<file path="config.mk">
export PLATFORM = sky130hd
export DESIGN_NAME = regFile_flat
export DESIGN_NICKNAME = d
export VERILOG_FILES = /design/src/rtl/execOpsPkg.sv /design/src/rtl/coreTypesPkg.sv /design/src/rtl/execIf.sv /design/src/rtl/regFile.sv /design/src/flat_wrapper.sv
export VERILOG_INCLUDE_DIRS = /design/src /design/src/include
export SDC_FILE = /design/constraint.sdc
export NUM_CORES = 2
export LEC_CHECK = 0
export BUFFER_PORTS_ARGS = -buffer_cell sky130_fd_sc_hd__buf_2
export CAP_MARGIN = 0
export CORE_ASPECT_RATIO = 0.6
export CORE_UTILIZATION = 57
export CTS_CLUSTER_DIAMETER = 100
export CTS_CLUSTER_SIZE = 24
export DETAILED_ROUTE_END_ITERATION = 10
export MAX_ROUTING_LAYER = met4
export PLACE_DENSITY = 0.73
export SLEW_MARGIN = 40
export SYNTH_ARGS = -nofsm -noshare
export SYNTH_HDL_FRONTEND = slang
export SYNTH_SLANG_ARGS = --single-unit
</file>
<file path="constraint.sdc">
create_clock -name clk -period 2.5 [get_ports clk]
set_input_delay 0.25 -clock clk [delete_from_list [all_inputs] [get_ports clk]]
set_output_delay 0.25 -clock clk [all_outputs]
set_load 0.01 [all_outputs]
</file>
<file path="src/include/core_settings.svh">
`ifndef CORE_SETTINGS_SVH
`define CORE_SETTINGS_SVH

// data word width.
`define XLEN 32

// 64 physical registers.
`define TAG_WIDTH 6

`define IQ_SIZE 8
`define SQN_WIDTH 5

// issue to result ready.
`define DIV_CYCLES (`XLEN + 2)

`endif

</file>
<file path="src/rtl/execOpsPkg.sv">
`default_nettype none

`include "core_settings.svh"

package execOpsPkg;

    typedef enum logic {
        FU_INT = 1'b0,
        FU_DIV = 1'b1
    } FuType;

    typedef enum logic [2:0] {
        ADD, SUB, AND, OR, XOR, SLL, SRL, SLT
    } AluOp;

    typedef enum logic [1:0] {
        DIV, DIVU, REM, REMU
    } DivOp;

    // raw op field, decoded by fu.
    typedef logic [2:0] Op;

    typedef union packed {
        struct packed {
            logic [`XLEN-`TAG_WIDTH-1:0] upper;
            logic [`TAG_WIDTH-1:0] tag;    // source tag when immB is clear.
        } tagView;
        logic [`XLEN-1:0] imm;             // full immediate.
    } OperandB;

endpackage

`default_nettype wire

</file>
<file path="src/rtl/coreTypesPkg.sv">
`default_nettype none

`include "core_settings.svh"

package coreTypesPkg;
    import execOpsPkg::*;

    typedef logic [`XLEN-1:0] Word;

    // tag 0 is the zero register.
    typedef logic [`TAG_WIDTH-1:0] Tag;

    // compared with wraparound.
    typedef logic [`SQN_WIDTH-1:0] SqN;

    typedef struct packed {
        FuType fu;
        Op op;
        Tag tagDst;
        Tag tagA;
        logic immB;
        OperandB operandB;
    } IssueUOp;

endpackage

`default_nettype wire

</file>
<file path="src/rtl/execIf.sv">
`timescale 1ns/1ps
`default_nettype none

interface IssueIf
    import coreTypesPkg::*;
();
    logic valid;
    IssueUOp uop;
    SqN sqN;
    Word operandA;
    Word operandB;

    modport queue (output valid, output uop, output sqN);
    modport operands (input uop, output operandA, output operandB);
    modport unit (input valid, input uop, input sqN, input operandA, input operandB);
endinterface

interface WbIf
    import coreTypesPkg::*;
    import execOpsPkg::*;
();
    logic valid;
    Tag tagDst;
    Word result;
    FuType src;    // FU_INT or FU_DIV.

    modport source (output valid, output tagDst, output result, output src);
    modport sink (input valid, input tagDst, input result, input src);
endinterface

`default_nettype wire

</file>
<file path="src/rtl/regFile.sv">
`timescale 1ns/1ps
`default_nettype none

`include "core_settings.svh"

module regFile
    import coreTypesPkg::*;
(
    input  logic clk,
    input  logic rstN,
    IssueIf.operands iss,
    WbIf.sink wb
);
    Word regs [1 << `TAG_WIDTH];
    logic [(1 << `TAG_WIDTH)-1:0] written;    // unwritten tags read zero.

    function automatic Word readTag(Tag t);
        Word v;
        if (t == '0)
            v = '0;
        else if (wb.valid && wb.tagDst == t)
            v = wb.result;    // same-cycle bypass.
        else if (written[t])
            v = regs[t];
        else
            v = '0;
        return v;
    endfunction

    assign iss.operandA = readTag(iss.uop.tagA);
    assign iss.operandB = iss.uop.immB ? iss.uop.operandB.imm :
                                         readTag(iss.uop.operandB.tagView.tag);

    always_ff @(posedge clk or negedge rstN) begin
        if (!rstN)
            written <= '0;
        else if (wb.valid && wb.tagDst != '0)
            written[wb.tagDst] <= 1'b1;
    end

    always_ff @(posedge clk) begin
        if (wb.valid && wb.tagDst != '0)
            regs[wb.tagDst] <= wb.result;
    end

endmodule

`default_nettype wire

</file>
<file path="src/flat_wrapper.sv">
// flat-port wrapper written by rule: the top's interface ports become plain ports
module regFile_flat import coreTypesPkg::*;
  (clk, rstN, iss_uop, iss_operandA, iss_operandB, wb_valid, wb_tagDst, wb_result, wb_src);
  IssueIf iss_i ();
  WbIf wb_i ();
  input  logic clk;
  input  logic rstN;
  input wire logic [$bits(iss_i.uop)-1:0] iss_uop;
  output wire logic [$bits(iss_i.operandA)-1:0] iss_operandA;
  output wire logic [$bits(iss_i.operandB)-1:0] iss_operandB;
  input wire logic [$bits(wb_i.valid)-1:0] wb_valid;
  input wire logic [$bits(wb_i.tagDst)-1:0] wb_tagDst;
  input wire logic [$bits(wb_i.result)-1:0] wb_result;
  input wire logic [$bits(wb_i.src)-1:0] wb_src;
  assign iss_i.uop = iss_uop;
  assign iss_operandA = iss_i.operandA;
  assign iss_operandB = iss_i.operandB;
  assign wb_i.valid = wb_valid;
  assign wb_i.tagDst = wb_tagDst;
  assign wb_i.result = wb_result;
  assign wb_i.src = wb_src;
  regFile u_core (.clk(clk), .rstN(rstN), .iss(iss_i), .wb(wb_i));
endmodule
</file>
# Word-level counts from Yosys, hierarchy flattened
# Memories as Yosys holds them, arrays and structs flattened.
# Index checks and enable logic that the tools add are counted.
# word_totals
in_bits,91
ramBits,2048
out_inout_bits,64
rom_bits,0
reg_bits,64
elab_cells,31
latch_bits,0
n_memories,1
# classes
n_div,0
muxes,15
n_reduce_logical,7
order_cmp,4
bitwise_logic,1
n_eq_ne,2
shifts,0
multipliers,0
n_addsub,0
# mem_list
name,depth,word_bits,rd,rd_ports_with_merged_regs,wr,line_no,text
u_core.regs,64,32,2,0,1,regFile.sv:14,Word regs [1 << `TAG_WIDTH];
# ops
cell,count
$mux W32,7
$or A64 B64 Y64,1
$lt A6 B7 Y1 const B,3
$bmux W1 S6,2
$eq A6 B6 Y1,2
$logic_not A6 Y1,2
$demux W1 S6,1
$ge A6 B1 Y1 const B,1
$reduce_bool A6 Y1,1
$mux W1,5
$logic_and A1 B1 Y1,4

# Logic depth before layout (Yosys ltp)
# depth
word_depth,6
ltp_mapped,14
mapped_depth_nobuf,6

# Worst setup path before layout
# Ideal clock, no wire load.
# synth_timing
path_type,input-to-reg
startpoint,input wb_tagDst[3]
endpoint,"memory u_core.regs[10][0] (netlist bit), enable pin"
path_buffers,2
path_stages,4
path_slack_ns,-0.457
setup_time_ns,0.422
required_ns,2.078
t_arrival_ns,2.535
cell_sequence,clkbuf_1 or3b_2 clkbuf_1 nor2_1
# synth_between
elab_chain_cells,4
# synth_lines
element,line_no,text
from (decl),flat_wrapper.sv:12,input wire logic [$bits(wb_i.tagDst)-1:0] wb_tagDst;
$reduce_bool A6 Y1,regFile.sv:42,if (wb.valid && wb.tagDst != '0)
$logic_and A1 B1 Y1,regFile.sv:42,
$mux W1,regFile.sv:42,
$mux W1 (not written as such),regFile.sv:43,regs[wb.tagDst] <= wb.result;
to (decl),regFile.sv:14,
# Parallel ways exist; a longest one is shown, timed or not.

# Worst setup path in the final report
# layout_timing
startpoint,register u_core.written[57]
endpoint,output iss_operandA[10]
# layout_between
elab_chain_cells,5
# layout_lines
element,line_no,text
from (decl),regFile.sv:15,logic [(1 << `TAG_WIDTH)-1:0] written;
from (signal assigned),regFile.sv:36,written <= '0;
"from (signal, indexed assignment)",regFile.sv:38,written[wb.tagDst] <= 1'b1;
$bmux W1 S6,regFile.sv:23,else if (written[t])
$mux W1 (not written as such),regFile.sv:23,
$mux W32,regFile.sv:23,
$mux W32,regFile.sv:21,else if (wb.valid && wb.tagDst == t)
$mux W32,regFile.sv:19,if (t == '0)
to (decl),flat_wrapper.sv:9,output wire logic [$bits(iss_i.operandA)-1:0] iss_operandA;
# No other way between the ends. The select of a mux whose other input is x is not followed.

==> impl_results.html <==
<table>
<tr><th>Metric</th><th>Value</th></tr>
<tr><th colspan="2">Power</th></tr>
<tr><td>Clock share of power</td><td>27.2%</td></tr>
<tr><td>PnR Total Power</td><td>~67 mW</td></tr>
<tr><td>Total power per unit cell area</td><td>589 nW/um^2</td></tr>
<tr><td>Register share of total power</td><td>around three fifths</td></tr>
<tr><td>Switch Pwr</td><td>about 17 mW</td></tr>
<tr><td>Proportion of power drawn by combinational gates</td><td>14.0%</td></tr>
<tr><td>Internal Pwr Total</td><td>50.6 mW</td></tr>
<tr><td>Switch share</td><td>24.7%</td></tr>
<tr><td>Pleak</td><td>37.6 nW</td></tr>
<tr><td>Max rail drop VDD</td><td>0.000547 V</td></tr>
<tr><th colspan="2">Floorplan</th></tr>
<tr><td>Total die area</td><td>175000 sq um</td></tr>
<tr><td>Area of the core</td><td>172000 sq um</td></tr>
<tr><td>Die extent in x</td><td>540 microns</td></tr>
<tr><td>Ports</td><td>155</td></tr>
<tr><td>Std cell rows</td><td>about 120</td></tr>
<tr><td>Initial core utilization</td><td>a little under three fifths</td></tr>
<tr><td>Vertical extent of the die</td><td>~320 microns</td></tr>
<tr><th colspan="2">Global routing</th></tr>
<tr><td>Wire length of the first global-routing pass</td><td>about 480000 microns</td></tr>
<tr><td>Pin count of the biggest net entering global routing</td><td>~70</td></tr>
<tr><td>Final global-route overflow total</td><td>0</td></tr>
<tr><td>Global-route usage over all layers</td><td>40.8%</td></tr>
<tr><td>Initial antenna violation count</td><td>9</td></tr>
<tr><td>Via count of the first global-routing pass</td><td>between 60000 and 70000</td></tr>
<tr><th colspan="2">Worst setup path</th></tr>
<tr><td>Endpoint required time on the critical path</td><td>around 2300 ps</td></tr>
<tr><td>Startpoint of the most critical register-to-register path</td><td>u_core.written[1]</td></tr>
<tr><td>Worst-path maximum fanout</td><td>7</td></tr>
<tr><td>Critical Path Sink Type</td><td>output port</td></tr>
<tr><td>Launch point of the worst path</td><td>u_core.written[57]</td></tr>
<tr><td>Endpoint of the worst register-to-register path</td><td>u_core.written[1]</td></tr>
<tr><td>Critical-path cell with the highest stage delay</td><td>sky130_fd_sc_hd__mux4_1</td></tr>
<tr><td>Setup crit end</td><td>iss_operandA[10]</td></tr>
<tr><td>Startpoint kind of the worst setup timing path</td><td>flip-flop</td></tr>
<tr><td>Worst endpoint data arrival time</td><td>3420 ps</td></tr>
<tr><td>Worst-case register-to-register setup slack</td><td>1500 ps</td></tr>
<tr><td>Depth of the worst register-to-register path</td><td>2</td></tr>
<tr><td>Classification of the worst setup path</td><td>flip-flop to output port</td></tr>
<tr><td>Slowest stage delay, CP</td><td>530 ps</td></tr>
<tr><td>Cells along the critical path</td><td>mux4_1 &gt; mux4_2 &gt; o22ai_2 &gt; buf_6 &gt; a31oi_4 &gt; nand2_4 &gt; buf_12 &gt; buf_12 &gt; buf_6 &gt; o21ai_2 &gt; buf_2</td></tr>
<tr><th colspan="2">Final layout</th></tr>
<tr><td>Fill cell instance count of the final layout</td><td>11220</td></tr>
<tr><td>Area used by multi-input combinational logic</td><td>34800 sq um</td></tr>
<tr><td>Share of cells above drive strength 1</td><td>40.7%</td></tr>
<tr><td>Flip-flop and latch area</td><td>63100 sq um</td></tr>
<tr><td>Synth-to-layout area growth</td><td>15.2%</td></tr>
<tr><td>Post-layout util</td><td>between 60% and 70%</td></tr>
<tr><td>Final #Nets</td><td>6030</td></tr>
<tr><th colspan="2">Placement</th></tr>
<tr><td>Final weighted congestion in routability-driven placement</td><td>approximately 1.0</td></tr>
<tr><td>Number of input and output port buffers inserted</td><td>143</td></tr>
<tr><td>Post-DP HPWL</td><td>230000 microns</td></tr>
<tr><th colspan="2">Job</th></tr>
<tr><td>Max cap viols</td><td>0</td></tr>
<tr><th colspan="2">Timing</th></tr>
<tr><td>Largest clock skew in the final design</td><td>0 ps</td></tr>
<tr><td>Final critical-path share of the clock period</td><td>147%</td></tr>
<tr><td>Transition time at the pin with the least slew margin</td><td>916 ps</td></tr>
<tr><td>Minimum period implied by the final worst setup slack</td><td>roughly 3700 ps</td></tr>
<tr><td>Final total negative setup slack</td><td>-65570 ps</td></tr>
<tr><td>Number of setup violations in the final report</td><td>64</td></tr>
<tr><td>Hold violation total from the final report</td><td>0</td></tr>
<tr><td>Max-slew violation total from the final report</td><td>0</td></tr>
<tr><td>Hold Worst Slack</td><td>36.8 ps</td></tr>
<tr><td>Worst slew margin relative to its limit</td><td>38.6%</td></tr>
<tr><td>RSZ-0062 raised after global routing</td><td>true</td></tr>
<tr><td>Post-layout worst setup margin</td><td>-1170 ps</td></tr>
<tr><td>Upper clock frequency limit</td><td>273 MHz</td></tr>
<tr><th colspan="2">CTS</th></tr>
<tr><td># clock sinks</td><td>2112</td></tr>
<tr><td>Clock input transition at the sequential cells of the worst setup and hold paths</td><td>110 ps</td></tr>
<tr><td>CTS tree</td><td>yes</td></tr>
<tr><td>Skew-Pair Late Insertion Delay</td><td>780 ps</td></tr>
<tr><td>CTS H-Tree Depth</td><td>3</td></tr>
<tr><td>Buffers from clock root to sink, at most</td><td>3</td></tr>
<tr><td>CTS Buf Count</td><td>97</td></tr>
<tr><td>Clock root buffer master</td><td>sky130_fd_sc_hd__clkbuf_16</td></tr>
<tr><th colspan="2">Yosys</th></tr>
<tr><td>Share of async-settable or async-resettable flops after synthesis</td><td>3.03%</td></tr>
<tr><td>Register area share after synthesis</td><td>63.7%</td></tr>
<tr><td>Number of enable flip-flop cells after synthesis</td><td>2048</td></tr>
<tr><td>Count of state elements after synthesis</td><td>about 2100</td></tr>
<tr><td>Area contributors post-synth</td><td>sky130_fd_sc_hd__edfxtp_1 (62%), sky130_fd_sc_hd__mux4_2 (22%), sky130_fd_sc_hd__mux2i_1 (3.0%)</td></tr>
<tr><td>Syn avg cell area</td><td>~19 sq um</td></tr>
<tr><td>Leading area contributor after synthesis</td><td>sky130_fd_sc_hd__edfxtp_1</td></tr>
<tr><td>Yosys cell types</td><td>64</td></tr>
<tr><td>Netlist area before placement</td><td>99000 sq um</td></tr>
<tr><td>Share of Yosys cell area claimed by the top area cell type</td><td>62.1%</td></tr>
<tr><td>Most used DFF post-synth</td><td>sky130_fd_sc_hd__edfxtp_1</td></tr>
<tr><td>Number of standard cells after synthesis</td><td>5172</td></tr>
<tr><td>Synthesis Warnings</td><td>0</td></tr>
<tr><th colspan="2">Run status</th></tr>
<tr><td>Run status</td><td>finished, violations left</td></tr>
<tr><td>Failing checks</td><td>negative setup slack</td></tr>
<tr><th colspan="2">Hold path</th></tr>
<tr><td>Worst min-delay path category</td><td>primary input to asynchronous set/reset pin</td></tr>
<tr><th colspan="2">Drt</th></tr>
<tr><td>Via count of the routed design</td><td>64182</td></tr>
<tr><td>Number of nets with antenna violations after detailed routing</td><td>0</td></tr>
<tr><td>Routed length per placed instance</td><td>between 40 and 50 microns</td></tr>
<tr><td>Routed wire length</td><td>around 350000 microns</td></tr>
<tr><td>Detail-routed via count per cell</td><td>7.77</td></tr>
<tr><td>Number of remaining DRC errors</td><td>0</td></tr>
<tr><td>DRT Pass-1 Iters</td><td>5</td></tr>
<tr><td>1st-iter DRT viols</td><td>12156</td></tr>
</table>
how the worst min path moves through the flow:
stage	start	end	slack, ps	cells after the start
2_1_floorplan	rstN	u_core.written[0]	-50	0
3_3_place_gp	rstN	u_core.written[30]	310	2
3_5_place_dp	rstN	u_core.written[29]	310	2
4_1_cts	rstN	u_core.written[28]	10	3
5_1_grt	wb_result[15]	u_core.regs[54][15]	30	2
6_report	rstN	u_core.written[28]	40	3
per-layer routing:
| layer | part of all wire (%) | GRT usage (%) | vias up |
|---|---|---|---|
| met4 | 5.4 | 17.8 | 0 |
| met1 | 34 | 55.1 | 32754 |
| met5 | 0 | - | - |
| met3 | 18 | 17.3 | 1002 |
| li1 | - | - | 23639 |
| met2 | 42 | 54.2 | 6787 |
logic make-up (layout without fill, tap and decap cells):
kind of cell,Yosys count,in the layout,share of synthesized area (%)
DFF,2112,2112,63.7
xor gates and xnor gates,12,12,0.106
and+or+nand+nor,625,625,2.91
muxes,1330,1330,26.0
buffers and inverters,431,1201,2.53
other,1,44,0.00379
AOI/OAI and AO/OA,661,661,4.76
critical path: cells and delay by family, from the launching register on:
family	cells	cell delay, ps
buf+inv	5	720
compound gates	3	310
mux	2	1060
simple gates	1	120
flops	1	410
state kept, by name (all words and copies together) (netlist names):
signal	flops
u_core.written	64
u_core.regs	2048
cells in the mapped netlist (4+ instances only):
| master | number |
|---|---|
| sky130_fd_sc_hd__edfxtp_1 | 2048 |
| sky130_fd_sc_hd__mux4_2 | 972 |
| sky130_fd_sc_hd__mux2i_1 | 294 |
| sky130_fd_sc_hd__nand2_1 | 291 |
| sky130_fd_sc_hd__clkbuf_1 | 157 |
| sky130_fd_sc_hd__a22oi_1 | 149 |
| sky130_fd_sc_hd__buf_2 | 119 |
| sky130_fd_sc_hd__nor2_1 | 88 |
| sky130_fd_sc_hd__o22ai_1 | 79 |
| sky130_fd_sc_hd__a21oi_1 | 78 |
| sky130_fd_sc_hd__or2_2 | 69 |
| sky130_fd_sc_hd__o21ai_0 | 67 |
| sky130_fd_sc_hd__dfrtp_1 | 64 |
| sky130_fd_sc_hd__a221oi_1 | 63 |
| sky130_fd_sc_hd__buf_4 | 57 |
| sky130_fd_sc_hd__mux2_2 | 55 |
| sky130_fd_sc_hd__o221ai_1 | 43 |
| sky130_fd_sc_hd__buf_6 | 39 |
| sky130_fd_sc_hd__nor3_1 | 38 |
| sky130_fd_sc_hd__nand3_1 | 37 |
| sky130_fd_sc_hd__o31ai_1 | 36 |
| sky130_fd_sc_hd__buf_1 | 33 |
| sky130_fd_sc_hd__a31oi_1 | 28 |
| sky130_fd_sc_hd__nor2b_1 | 25 |
| sky130_fd_sc_hd__a211oi_1 | 23 |
| sky130_fd_sc_hd__a32oi_1 | 22 |
| sky130_fd_sc_hd__and3_1 | 22 |
| sky130_fd_sc_hd__and2_1 | 21 |
| sky130_fd_sc_hd__a311oi_1 | 14 |
| sky130_fd_sc_hd__nand2b_1 | 14 |
| sky130_fd_sc_hd__a22o_1 | 12 |
| sky130_fd_sc_hd__o21ai_1 | 11 |
| sky130_fd_sc_hd__buf_12 | 10 |
| sky130_fd_sc_hd__mux4_1 | 9 |
| sky130_fd_sc_hd__o311ai_0 | 8 |
| sky130_fd_sc_hd__xnor2_1 | 8 |
| sky130_fd_sc_hd__a2111oi_0 | 6 |
| sky130_fd_sc_hd__buf_8 | 6 |
| sky130_fd_sc_hd__inv_1 | 6 |
| sky130_fd_sc_hd__nand4_1 | 6 |
| sky130_fd_sc_hd__nand3b_1 | 5 |
| sky130_fd_sc_hd__o211ai_1 | 5 |
| sky130_fd_sc_hd__xor2_1 | 4 |
timing repair:
item / CTS / global route
gates cloned: 2 / 0
hold endpoints to repair: 155 / 0
hold buffers: 11 / 0
gates resized for setup: 149 / 53
pin swaps: 50 / 23
endpoints found under the setup margin: 64 / 64
buffers inserted: 20 / 10
layout make-up:
| type | count | share of cell area (%) |
|---|---|---|
| clock inverter | 6 | 0.0659 |
| inverter | 8 | 0.0296 |
| sequential | 2112 | 55.3 |
| antenna | 12 | 0.0263 |
| timing repair buffer | 1060 | 9.23 |
| tap | 2280 | 2.50 |
| clock buffer | 127 | 2.25 |
| multi-input combinational | 2660 | 30.5 |
power by group through the flow:
stage | clock network [mW] | registers, mW | logic (mW)
after floorplan | 0 | 40.2 | 4.45
final | 18.3 | 39.5 | 9.44
after CTS | 18.2 | 39.5 | 9.00
after detailed placement | 0 | 40.3 | 8.62
after global placement | 0 | 40.3 | 8.51
after global routing | 19.2 | 39.5 | 9.62
placed cells by master (no fill, tap or decap), drive strengths merged, types with 12 or more instances in the layout:
cell type  synthesis  final
diode              0     12
and3              22     22
nor2              88     88
a311oi            15     15
buf              264   1049
nor2b             25     25
dfrtp             64     64
conb               1     32
mux2i            294    294
o22ai             79     79
or2               69     69
a22oi            149    149
nand3             37     37
a221oi            63     63
edfxtp          2048   2048
a31oi             28     28
o221ai            43     43
mux4             981    981
mux2              55     55
o21ai             78     78
o31ai             36     36
a22o              12     12
nand2b            14     14
a32oi             22     22
a211oi            26     26
nor3              38     38
nand2            291    291
a21oi             78     78
clkbuf           159    127
and2              24     24
through the flow:
stage | std cells | cell area, sq um | setup WS (ps)
6_report | 8265 | 114000 | -1170
5_1_grt | 8261 | 114000 | -1210
4_1_cts | 8244 | 114000 | -1200
3_5_place_dp | 8095 | 110000 | -1020
3_3_place_gp | 8095 | 110000 | -1090
2_1_floorplan | 5203 | 99100 | -457
No activity file was read; power rests on OpenSTA's default activity.
