===== src/include/core_settings.svh =====
`ifndef CORE_SETTINGS_SVH
`define CORE_SETTINGS_SVH

// data word width.
`define XLEN 32

// 64 physical registers.
`define TAG_WIDTH 6

`define IQ_SIZE 8
`define SQN_WIDTH 5

// issue to result ready.
`define DIV_CYCLES (`XLEN + 2)

`endif


===== src/rtl/execOpsPkg.sv =====
`default_nettype none

`include "core_settings.svh"

package execOpsPkg;

    typedef enum logic {
        FU_INT = 1'b0,
        FU_DIV = 1'b1
    } FuType;

    typedef enum logic [2:0] {
        ADD, SUB, AND, OR, XOR, SLL, SRL, SLT
    } AluOp;

    typedef enum logic [1:0] {
        DIV, DIVU, REM, REMU
    } DivOp;

    // raw op field, decoded by fu.
    typedef logic [2:0] Op;

    typedef union packed {
        struct packed {
            logic [`XLEN-`TAG_WIDTH-1:0] upper;
            logic [`TAG_WIDTH-1:0] tag;    // source tag when immB is clear.
        } tagView;
        logic [`XLEN-1:0] imm;             // full immediate.
    } OperandB;

endpackage

`default_nettype wire


===== src/rtl/coreTypesPkg.sv =====
`default_nettype none

`include "core_settings.svh"

package coreTypesPkg;
    import execOpsPkg::*;

    typedef logic [`XLEN-1:0] Word;

    // tag 0 is the zero register.
    typedef logic [`TAG_WIDTH-1:0] Tag;

    // compared with wraparound.
    typedef logic [`SQN_WIDTH-1:0] SqN;

    typedef struct packed {
        FuType fu;
        Op op;
        Tag tagDst;
        Tag tagA;
        logic immB;
        OperandB operandB;
    } IssueUOp;

endpackage

`default_nettype wire


===== src/rtl/execIf.sv =====
`timescale 1ns/1ps
`default_nettype none

interface IssueIf
    import coreTypesPkg::*;
();
    logic valid;
    IssueUOp uop;
    SqN sqN;
    Word operandA;
    Word operandB;

    modport queue (output valid, output uop, output sqN);
    modport operands (input uop, output operandA, output operandB);
    modport unit (input valid, input uop, input sqN, input operandA, input operandB);
endinterface

interface WbIf
    import coreTypesPkg::*;
    import execOpsPkg::*;
();
    logic valid;
    Tag tagDst;
    Word result;
    FuType src;    // FU_INT or FU_DIV.

    modport source (output valid, output tagDst, output result, output src);
    modport sink (input valid, input tagDst, input result, input src);
endinterface

`default_nettype wire


===== src/rtl/issueQueue.sv =====
`timescale 1ns/1ps
`default_nettype none

`include "core_settings.svh"

module issueQueue
    import coreTypesPkg::*;
    import execOpsPkg::*;
(
    input  logic clk,
    input  logic rstN,
    input  logic inValid,
    input  IssueUOp inUop,
    input  logic divBlock,
    output logic full,
    IssueIf.queue iss,
    WbIf.sink wb
);
    localparam int IDX_W = $clog2(`IQ_SIZE);

    IssueUOp entUop [`IQ_SIZE];
    SqN entSqN [`IQ_SIZE];
    logic [`IQ_SIZE-1:0] entValid;
    logic [`IQ_SIZE-1:0] entRdyA;
    logic [`IQ_SIZE-1:0] entRdyB;
    logic [(1 << `TAG_WIDTH)-1:0] tagReady;
    SqN nextSqN;

    logic enq;
    logic enqRdyA;
    logic enqRdyB;
    logic selFound;
    logic [IDX_W-1:0] freeIdx;
    logic [IDX_W-1:0] selIdx;

    assign full = &entValid;
    assign enq = inValid && !full;

    // a writeback in the enqueue cycle counts as ready.
    assign enqRdyA = tagReady[inUop.tagA] || (wb.valid && wb.tagDst == inUop.tagA);
    assign enqRdyB = inUop.immB || tagReady[inUop.operandB.tagView.tag] ||
                     (wb.valid && wb.tagDst == inUop.operandB.tagView.tag);

    always_comb begin
        freeIdx = '0;
        for (int i = `IQ_SIZE - 1; i >= 0; i--) begin
            if (!entValid[i])
                freeIdx = IDX_W'(i);    // lowest free slot.
        end
    end

    always_comb begin
        selFound = 1'b0;
        selIdx = '0;
        for (int i = 0; i < `IQ_SIZE; i++) begin
            if (entValid[i] && entRdyA[i] && entRdyB[i] &&
                    !(divBlock && entUop[i].fu == FU_DIV)) begin
                if (!selFound || $signed(SqN'(entSqN[i] - entSqN[selIdx])) < 0) begin
                    selFound = 1'b1;
                    selIdx = IDX_W'(i);
                end
            end
        end
    end

    assign iss.valid = selFound;
    assign iss.uop = entUop[selIdx];
    assign iss.sqN = entSqN[selIdx];

    always_ff @(posedge clk or negedge rstN) begin
        if (!rstN) begin
            entValid <= '0;
            entRdyA <= '0;
            entRdyB <= '0;
            tagReady <= '1;
            nextSqN <= '0;
        end else begin
            if (wb.valid) begin
                tagReady[wb.tagDst] <= 1'b1;
                for (int i = 0; i < `IQ_SIZE; i++) begin
                    if (entUop[i].tagA == wb.tagDst)
                        entRdyA[i] <= 1'b1;
                    if (entUop[i].operandB.tagView.tag == wb.tagDst)
                        entRdyB[i] <= 1'b1;
                end
            end
            if (selFound)
                entValid[selIdx] <= 1'b0;
            if (enq) begin
                entValid[freeIdx] <= 1'b1;
                entRdyA[freeIdx] <= enqRdyA;
                entRdyB[freeIdx] <= enqRdyB;
                if (inUop.tagDst != '0)
                    tagReady[inUop.tagDst] <= 1'b0;    // pending until written back.
                nextSqN <= nextSqN + 1'b1;
            end
        end
    end

    always_ff @(posedge clk) begin
        if (enq) begin
            entUop[freeIdx] <= inUop;
            entSqN[freeIdx] <= nextSqN;
        end
    end

endmodule

`default_nettype wire


===== src/flat_wrapper.sv =====
// flat-port wrapper written by rule: the top's interface ports become plain ports
module issueQueue_flat import coreTypesPkg::*; import execOpsPkg::*;
  (clk, rstN, inValid, inUop, divBlock, full, iss_valid, iss_uop, iss_sqN, wb_valid, wb_tagDst, wb_result, wb_src);
  IssueIf iss_i ();
  WbIf wb_i ();
  input  logic clk;
  input  logic rstN;
  input  logic inValid;
  input  IssueUOp inUop;
  input  logic divBlock;
  output logic full;
  output wire logic [$bits(iss_i.valid)-1:0] iss_valid;
  output wire logic [$bits(iss_i.uop)-1:0] iss_uop;
  output wire logic [$bits(iss_i.sqN)-1:0] iss_sqN;
  input wire logic [$bits(wb_i.valid)-1:0] wb_valid;
  input wire logic [$bits(wb_i.tagDst)-1:0] wb_tagDst;
  input wire logic [$bits(wb_i.result)-1:0] wb_result;
  input wire logic [$bits(wb_i.src)-1:0] wb_src;
  assign iss_valid = iss_i.valid;
  assign iss_uop = iss_i.uop;
  assign iss_sqN = iss_i.sqN;
  assign wb_i.valid = wb_valid;
  assign wb_i.tagDst = wb_tagDst;
  assign wb_i.result = wb_result;
  assign wb_i.src = wb_src;
  issueQueue u_core (.clk(clk), .rstN(rstN), .inValid(inValid), .inUop(inUop), .divBlock(divBlock), .full(full), .iss(iss_i), .wb(wb_i));
endmodule

===== config.mk =====
export PLATFORM = sky130hd
export DESIGN_NAME = issueQueue_flat
export DESIGN_NICKNAME = d
export VERILOG_FILES = /design/src/rtl/execOpsPkg.sv /design/src/rtl/coreTypesPkg.sv /design/src/rtl/execIf.sv /design/src/rtl/issueQueue.sv /design/src/flat_wrapper.sv
export VERILOG_INCLUDE_DIRS = /design/src /design/src/include
export SDC_FILE = /design/constraint.sdc
export NUM_CORES = 1
export LEC_CHECK = 0
export BUFFER_PORTS_ARGS = -buffer_cell sky130_fd_sc_hd__buf_2
export CAP_MARGIN = 20
export CORE_ASPECT_RATIO = 1.1
export CORE_MARGIN = 1.5
export CORE_UTILIZATION = 55
export DETAILED_ROUTE_END_ITERATION = 10
export HOLD_SLACK_MARGIN = 0.1
export PLACE_DENSITY = 0.85
export SYNTH_ARGS = -nofsm -noshare
export SYNTH_HDL_FRONTEND = slang
export SYNTH_SLANG_ARGS = --single-unit

===== constraint.sdc =====
create_clock -name clk -period 13.7 [get_ports clk]
set_input_delay 0 -clock clk [delete_from_list [all_inputs] [get_ports clk]]
set_output_delay 0 -clock clk [all_outputs]
set_load 0.02 [all_outputs]

; ---- Word level (Yosys, flattened, before mapping)
; Memory sizes are Yosys's and may differ from the RTL's.
; Index checks and enable logic that the tools add are counted.
; W data, S select, Z words.
[classes]
add_sub_neg = 8
muxes = 78
n_reduce_logical = 67
n_lt_le_gt_ge = 17
eq_ne = 18
bitwise_logic = 6
[op_table]
columns = operator, count
row1 = $mux W64, 3
row2 = $eq A6 B6 Y1, 18
row3 = $and A64 B64 Y64, 1
row4 = $not A64 Y64, 1
row5 = $or A64 B64 Y64, 1
row6 = $mux W3, 21
row7 = $mux W8, 6
row8 = $mux W1, 40
row9 = $logic_and A1 B1 Y1, 39
row10 = $lt A5 B1 Y1 const B, 7
row11 = $sub A5 B5 Y5, 7
row12 = $lt A6 B7 Y1 const B, 4
row13 = $bwmux W8, 2
row14 = $logic_not A1 Y1, 16
row15 = $bmux W1 S6, 2
row16 = $demux W1 S6, 2
row17 = $ge A6 B1 Y1 const B, 2
row18 = $logic_or A1 B1 Y1, 10
row19 = $and A8 B8 Y8, 1
row20 = $lt A3 B4 Y1 const B, 2
row21 = $not A8 Y8, 1
row22 = $or A8 B8 Y8, 1
row23 = $reduce_and A8 Y1, 1
row24 = $demux W1 S3, 2
row25 = 3 further kinds, 4
[word_totals]
regBits = 93
n_memories = 2
in_bits = 93
mem_bits_rw = 432
out_inout_bits = 56
word_cells = 201
[memory_table]
columns = memory, words, word_bits, rd, rd_ports_with_merged_regs, write_ports, line_no
row1 = u_core.entUop, 8, 49, 9, 0, 1, issueQueue.sv:21  ; IssueUOp entUop [`IQ_SIZE];
row2 = u_core.entSqN, 8, 5, 15, 0, 1, issueQueue.sv:22  ; SqN entSqN [`IQ_SIZE];

; ---- Logic depth before layout (Yosys ltp)
; Gate-level depths: netlist of the first run.
; An unclocked memory read counts as a cell.
[depth]
word_depth = 54
mapped_depth = 77
mapped_depth_nobuf = 73

; ---- Worst setup path before layout of the first run
; OpenSTA, ideal clock, no wires.
[synth_path]
kind = flip-flop to output port
start = memory u_core.entSqN[1][1] in the netlist's numbering
end = output iss_uop[4]
setup_slack_ns = -0.181
required_ns = 13.700
arrival_ns = 13.881
stages_incl_launch_ff = 70
path_buffers = 5
cell_sequence = edfxtp_1 ha_1 a2111o_1 a21oi_1 nor2_1 a21oi_1 nor2_1 a21oi_1 ha_1 a2111o_1 and3_1 nor3_1 o311ai_4 xor2_1 o21ai_1 nor2_1 a21oi_1 inv_1 [34 not listed] o21ai_0 a21oi_1 o21ai_0 mux2_2 a211o_1 nand3_1 clkbuf_1 clkbuf_1 o21ai_0 ha_1 a2111oi_0 o21ai_0 o32ai_2 xnor2_1 o22ai_4 nand3b_2 buf_2 o211ai_1
[synth_rtl]
columns = item, line_no
row1 = from (decl), issueQueue.sv:22
row2 = to (decl), flat_wrapper.sv:13  ; output wire logic [$bits(iss_i.uop)-1:0] iss_uop;

==> results of run 1 <==
-- power by group --
| group | total [uW] | switching [uW] | internal [uW] |
|---|---|---|---|
| clock | 1470 | 644 | 830 |
| sequential | 2210 | 189 | 2020 |
| combinational | 5180 | 2890 | 2300 |
-- stage by stage --
| stage | utilization | hold slack, ns | worst slack (ns) | area, um2 | setup TNS, ns |
|---|---|---|---|---|---|
| after floorplan | - | -0.296 | 0.0454 | 24800 | 0 |
| after global placement | 0.606 | 0.0163 | 0.143 | 26900 | 0 |
| after detailed placement | 0.606 | 0.0315 | -0.261 | 26900 | -10.67 |
| after CTS | 0.683 | 0.156 | -0.00592 | 30300 | -0.00658 |
| after global routing | 0.706 | 0.121 | -1.27 | 31300 | -60.93 |
| final | 0.706 | 0.101 | -0.817 | 31300 | -33.46 |
-- cells by family after synthesis --
group | synth area share
XOR/XNOR | 0.0428
AND/OR/NAND/NOR | 0.0733
adder cells (fa/ha/maj) | 0.0111
AO/OA/AOI/OAI | 0.157
flip-flops | 0.621
buffers and inverters | 0.0281
multiplexers | 0.0666
-- per-layer routing --
layer | up-vias | global-route usage
met1 | 9452 | 0.385
met2 | 1863 | 0.533
li1 | 7927 | -
met5 | - | 0
met4 | 2 | 0.214
met3 | 508 | 0.0607
-- sequential cells by signal (all words and copies together) (netlist names) --
register	flops
u_core.entRdyA	8
u_core.entRdyB	8
u_core.entSqN	40
u_core.entUop	392
u_core.entValid	8
u_core.nextSqN	5
u_core.tagReady	64
-- layout make-up --
cell class,instances,area (um2)
Sequential cell,525,15400
Fill cell,2608,13100
Multi-Input combinational cell,1172,9740
Timing Repair Buffer,385,3480
Clock buffer,58,1310
Tap cell,581,727
Clock inverter,38,430
Inverter,69,262
-- placed cells by master (no fill, tap or decap), types with 51 or more instances in the layout --
cell type / n
buf_2: 62
xor2_1: 57
nand2_1: 72
xnor2_1: 62
a22o_1: 51
edfxtp_1: 432
clkbuf_16: 54
a21oi_1: 205
buf_4: 173
nor2_1: 95
inv_1: 64
buf_6: 64
a22oi_1: 59
dlygate4sd3_1: 58
mux2i_1: 51
dfstp_2: 64
-- path summary, 6_finish.rpt --
kind / startpoint / to / cells after the start
worst max-delay path: u_core.entSqN[1][1]$_DFFE_PP_ / iss_uop[37] / 73
worst min-delay path: rstN / u_core.tagReady[8]$_DFF_PN1_ / 3
worst max register to register: u_core.entSqN[1][1]$_DFFE_PP_ / u_core.entValid[3]$_DFF_PN0_ / 73
worst min register to register: u_core.tagReady[0]$_DFF_PN1_ / u_core.tagReady[0]$_DFF_PN1_ / 1
max in group asynchronous: rstN / u_core.tagReady[23]$_DFF_PN1_ / 3
min in group clk: inUop[16] / u_core.entUop[5][16]$_DFFE_PP_ / 2
-- timing repair --
action                                  4_1_cts  5_1_grt
pin swaps                                    64       98
endpoints found under the hold margin       515        0
resized for setup                           161      163
buffers inserted                             48       27
cloned                                        3        3
endpoints found under the setup margin       60       62
hold buffers                                 58        0
-- critical path, delay by kind of cell (launching register included) --
kind	cells	cell delay, ns
simple gates	18	2.35
buf+inv	12	1.76
xor+xnor	2	0.47
flops	1	0.48
compound gates	34	6.88
fa+ha+maj	7	1.88
==> flow_metrics.env, run 1 <==
export IMPL_run_status="finished, violations left"
export IMPL_violations="setup timing"
export IMPL_drv_slew=0
export IMPL_grt_max_degree=85
export IMPL_finalHoldViolations=0
export IMPL_startpoint_type="flip-flop"
export IMPL_rsz0062_at_grt="yes"
export IMPL_peakVddDrop_uv=194
export IMPL_io_pins=149
export IMPL_clk_latency_ns=0.64
export IMPL_yosysSeqAreaShare=0.621
export IMPL_top_layer="met5"
export IMPL_cts_max_level=2
export IMPL_synth_flop_cell="edfxtp_1"
export IMPL_postRouteAntennaNets=0
export IMPL_clockBufferDepth=3
export IMPL_endpoint_kind="primary output"
export IMPL_fin_crit_sh=1.06
export IMPL_first_iter_violations=3041
export IMPL_path_class="flip-flop to primary output"
export IMPL_syn_nets=1985
export IMPL_layout_drive_gt1_share=0.320
export IMPL_ys_types=84
export IMPL_synth_edf_count=432
export IMPL_worstPathMaxFanout=6
export IMPL_synthTopCellsByCount="432 x edfxtp_1, 227 x a21oi_1, 113 x nor2_1"
export IMPL_period_needed_ns=14.52
export IMPL_start_util=0.558
export IMPL_dp_hpwl_mm=43.7
export IMPL_root_buffer="clkbuf_16"
export IMPL_via_count=19752
export IMPL_synth_cells=1870
export IMPL_area_growth_pct=26.6
export IMPL_drc=0
export IMPL_route_met3_wl_mm=9.92
export IMPL_placedCellCount=2591
export IMPL_io_buffers=115
export IMPL_die_w_um=205
export IMPL_core_um2=44400
export IMPL_via_per_inst=6.98
export IMPL_finClkSkew_ns=0.0321
export IMPL_path_clk_slew_ns=0.07
export IMPL_gp_routability_congestion=0.988
export IMPL_fmax_mhz=68.9
export IMPL_worst_slew_pin_slew_ns=1.33
export IMPL_first_pass_iters=8
export IMPL_crit_top_cell="a21oi_2"
export IMPL_wl_mm=82.4
export IMPL_hold_class="input port to asynchronous set/reset pin"
export IMPL_cp_required_ns=13.70
export IMPL_fin_cells=2828
export IMPL_power_uw=8860
export IMPL_ys_top_cells_by_area="edfxtp_1 52%, dfstp_2 6.8%, a21oi_1 4.6%"
export IMPL_wl_per_cell_um=29.1
export IMPL_met2_length_mm=39.6
export IMPL_die_area_um2=46300
export IMPL_syn_area_um2=24700
export IMPL_rows=81
export IMPL_power_leakage_uw=0.0117
export IMPL_grtUsageTotal=0.322
export IMPL_arrival_ns=14.52
export IMPL_synth_most_common_cell="edfxtp_1"
export IMPL_antenna_found_initial=1
export IMPL_regToRegSetupSlack_ns=0.15
export IMPL_finalWorstSetupSlack_ns=-0.817
export IMPL_postSynthAreaPerCell_um2=13.2
export IMPL_yosysTopAreaCellShare=0.524
export IMPL_clock_sinks=525
export IMPL_cap_violations=0
export IMPL_synth_largest_area_cell="edfxtp_1"
export IMPL_synth_seq_cells=525
export IMPL_async_flop_share=0.177
export IMPL_grt_pass1_wl_mm=112
export IMPL_setup_viol=54
export IMPL_fp_dieH_um=225
export IMPL_grt_pass1_vias=19251
export IMPL_slowest_delay_ns=0.48
export IMPL_slowest_stage="edfxtp_1"
export IMPL_cts_buffers_inserted=51
export IMPL_slew_headroom=0.105
export IMPL_n_antenna_cell=0
export IMPL_gr_total_overflow=0
export IMPL_synth_yosys_warnings=0
export IMPL_m1WireLength_mm=26.9
export IMPL_powerDensity_nw_per_um2=283
export IMPL_cts_tree="done"
export IMPL_final_nets=2319
No activity file was read; power rests on OpenSTA's default activity.
==> inputs of run 2 (changes only) <==
- CORE_UTILIZATION: 55 -> 40
- PLACE_DENSITY: 0.85 -> 0.67
- SKIP_CTS_REPAIR_TIMING: default -> 1
==> flow_metrics.env, run 2 (synthesis gave the netlist of run 1 again) <==
export IMPL_rr_startpoint="u_core.entSqN[0][1]$_DFFE_PP_"
export IMPL_rows=95
export IMPL_violations="setup timing"
export IMPL_gr_total_overflow=0
export IMPL_io_buffers=115
export IMPL_die_w_um=240
export IMPL_fmax_mhz=71.1
export IMPL_worst_slew_pin_slew_ns=1.18
export IMPL_run_status="finished, violations left"
export IMPL_drc=0
export IMPL_setup_viol=54
export IMPL_startpoint_type="flip-flop"
export IMPL_clockBufferDepth=3
export IMPL_cts_max_level=2
export IMPL_slowest_delay_ns=0.45
export IMPL_core_um2=61100
export IMPL_dp_hpwl_mm=44.4
export IMPL_via_per_inst=5.86
export IMPL_fin_crit_sh=1.03
export IMPL_top_register="u_core.entUop"
export IMPL_root_buffer="clkbuf_16"
export IMPL_powerDensity_nw_per_um2=265
export IMPL_io_pins=149
export IMPL_seqCellArea_um2=15400
export IMPL_grt_pass1_wl_mm=105
export IMPL_grt_pass1_vias=17461
export IMPL_layout_drive_gt1_share=0.307
export IMPL_clk_latency_ns=0.63
export IMPL_antenna_found_initial=1
export IMPL_peakVddDrop_uv=185
export IMPL_cts_buffers_inserted=53
export IMPL_final_fill_count=5139
export IMPL_drv_slew=0
export IMPL_path_class="flip-flop to primary output"
export IMPL_slew_headroom=0.204
export IMPL_die_area_um2=63400
export IMPL_critPathLaunch="u_core.entSqN[0][1]$_DFFE_PP_"
export IMPL_worstPathMaxFanout=8
export IMPL_cap_violations=0
export IMPL_top_regs="u_core.entUop: 392 flops, u_core.tagReady: 64 flops, u_core.entSqN: 40 flops"
export IMPL_postRouteAntennaNets=0
export IMPL_gp_routability_congestion=0.930
export IMPL_arrival_ns=14.06
export IMPL_wl_per_cell_um=23.5
export IMPL_first_iter_violations=1766
export IMPL_regToRegSetupSlack_ns=0.38
export IMPL_fp_dieH_um=264
export IMPL_whs_ns=0.0762
export IMPL_endpoint_kind="primary output"
export IMPL_crit_top_cell="a21oi_2"
export IMPL_clock_sinks=525
export IMPL_period_needed_ns=14.06
export IMPL_final_cell_mix="432 x edfxtp_1, 204 x a21oi_1, 152 x buf_4"
export IMPL_power_leakage_uw=0.0114
export IMPL_path_clk_slew_ns=0.06
export IMPL_start_util=0.405
export IMPL_first_pass_iters=6
export IMPL_grt_max_degree=60
export IMPL_largest_reg_flops=392
export IMPL_wl_mm=71.1
export IMPL_reg2regPathDepth=74
export IMPL_final_common_cell="edfxtp_1"
export IMPL_grtUsageTotal=0.217
export IMPL_r2r_end="u_core.entValid[4]$_DFF_PN0_"
export IMPL_crit_end="iss_uop[4]"
export IMPL_dp_slack_ns=-0.521
export IMPL_cts_tree="done"
export IMPL_via_count=17767
export IMPL_final_nets=2281
export IMPL_area_growth_pct=25.0
export IMPL_finClkSkew_ns=0.0527
export IMPL_hold_class="input port to flip-flop"
export IMPL_slowest_stage="a2111o_1"
export IMPL_finalHoldViolations=0
export IMPL_cp_required_ns=13.70
export IMPL_finalWorstSetupSlack_ns=-0.362
export IMPL_multi_input_area_um2=9450
export IMPL_rsz0062_at_grt="yes"
-- run 2: cell count changes in the layout (fill, tap and decap cells not counted), sizes merged --
| cell | before | now |
|---|---|---|
| buf | 323 | 287 |
| clkbuf | 62 | 75 |
| clkinv | 25 | 19 |
| dlygate4sd3 | 58 | 52 |
| bufinv | 7 | 5 |
| clkinvlp | 3 | 1 |
| diode | 0 | 1 |
| nand2b | 11 | 10 |
-- run 2: where the power goes --
part	total [uW]	internal [uW]	switching (uW)
registers	2170	2010	153
clock network	1470	841	630
logic	4550	2020	2530
-- run 2: layout make-up --
type / instances / share of cell area
clock inverters: 28 / 0.0111
well taps: 824 / 0.0333
inverters: 69 / 0.00837
multi-input cells: 1171 / 0.306
clock buffers: 68 / 0.0463
diodes: 1 / 0.0000809
repair buffers: 346 / 0.0978
flip-flops and latches: 525 / 0.497
-- run 2: metrics by stage --
stage | TNS, ns | instance area, um2 | instances | utilization | power [uW]
floorplan | 0 | 24800 | 1870 | - | 4400
global placement | -0.162 | 27300 | 2841 | 0.446 | 5900
detailed placement | -16.69 | 27300 | 2842 | 0.447 | 5960
CTS | -60.18 | 29100 | 2938 | 0.476 | 7440
global route | -55.71 | 30900 | 3031 | 0.506 | 8560
finish | -15.51 | 30900 | 3032 | 0.506 | 8190
-- run 2: worst min path at each step --
| stage | start | end | slack (ns) | depth (start not counted) |
|---|---|---|---|---|
| after global routing | inUop[0] | u_core.entUop[3][0]$_DFFE_PP_ | 0.11 | 1 |
| after CTS | inUop[18] | u_core.entUop[0][18]$_DFFE_PP_ | -0.39 | 1 |
| after detailed placement | inUop[18] | u_core.entUop[2][18]$_DFFE_PP_ | 0.27 | 1 |
| after floorplan | rstN | u_core.entRdyA[0]$_DFF_PN0_ | -0.30 | 0 |
| after global placement | inUop[16] | u_core.entUop[7][16]$_DFFE_PP_ | 0.26 | 1 |
| final | inUop[0] | u_core.entUop[3][0]$_DFFE_PP_ | 0.08 | 1 |
-- run 2: layer usage --
| layer | up-vias | track usage | share of wire |
|---|---|---|---|
| li1 | 7853 | - | - |
| met1 | 8967 | 0.280 | 0.40 |
| met2 | 793 | 0.369 | 0.50 |
| met3 | 154 | 0.0334 | 0.069 |
| met4 | 0 | 0.0753 | 0.031 |
| met5 | - | 0 | 0 |
-- run 2: worst max-delay path: cells and delay by family, from the launching register on --
| family | cells | cell delay [ns] |
|---|---|---|
| fa+ha+maj | 7 | 1.83 |
| buf+inv | 11 | 1.63 |
| xor+xnor | 2 | 0.32 |
| flops | 1 | 0.41 |
| mux | 2 | 0.51 |
| simple gates | 16 | 1.74 |
| compound gates | 36 | 6.97 |
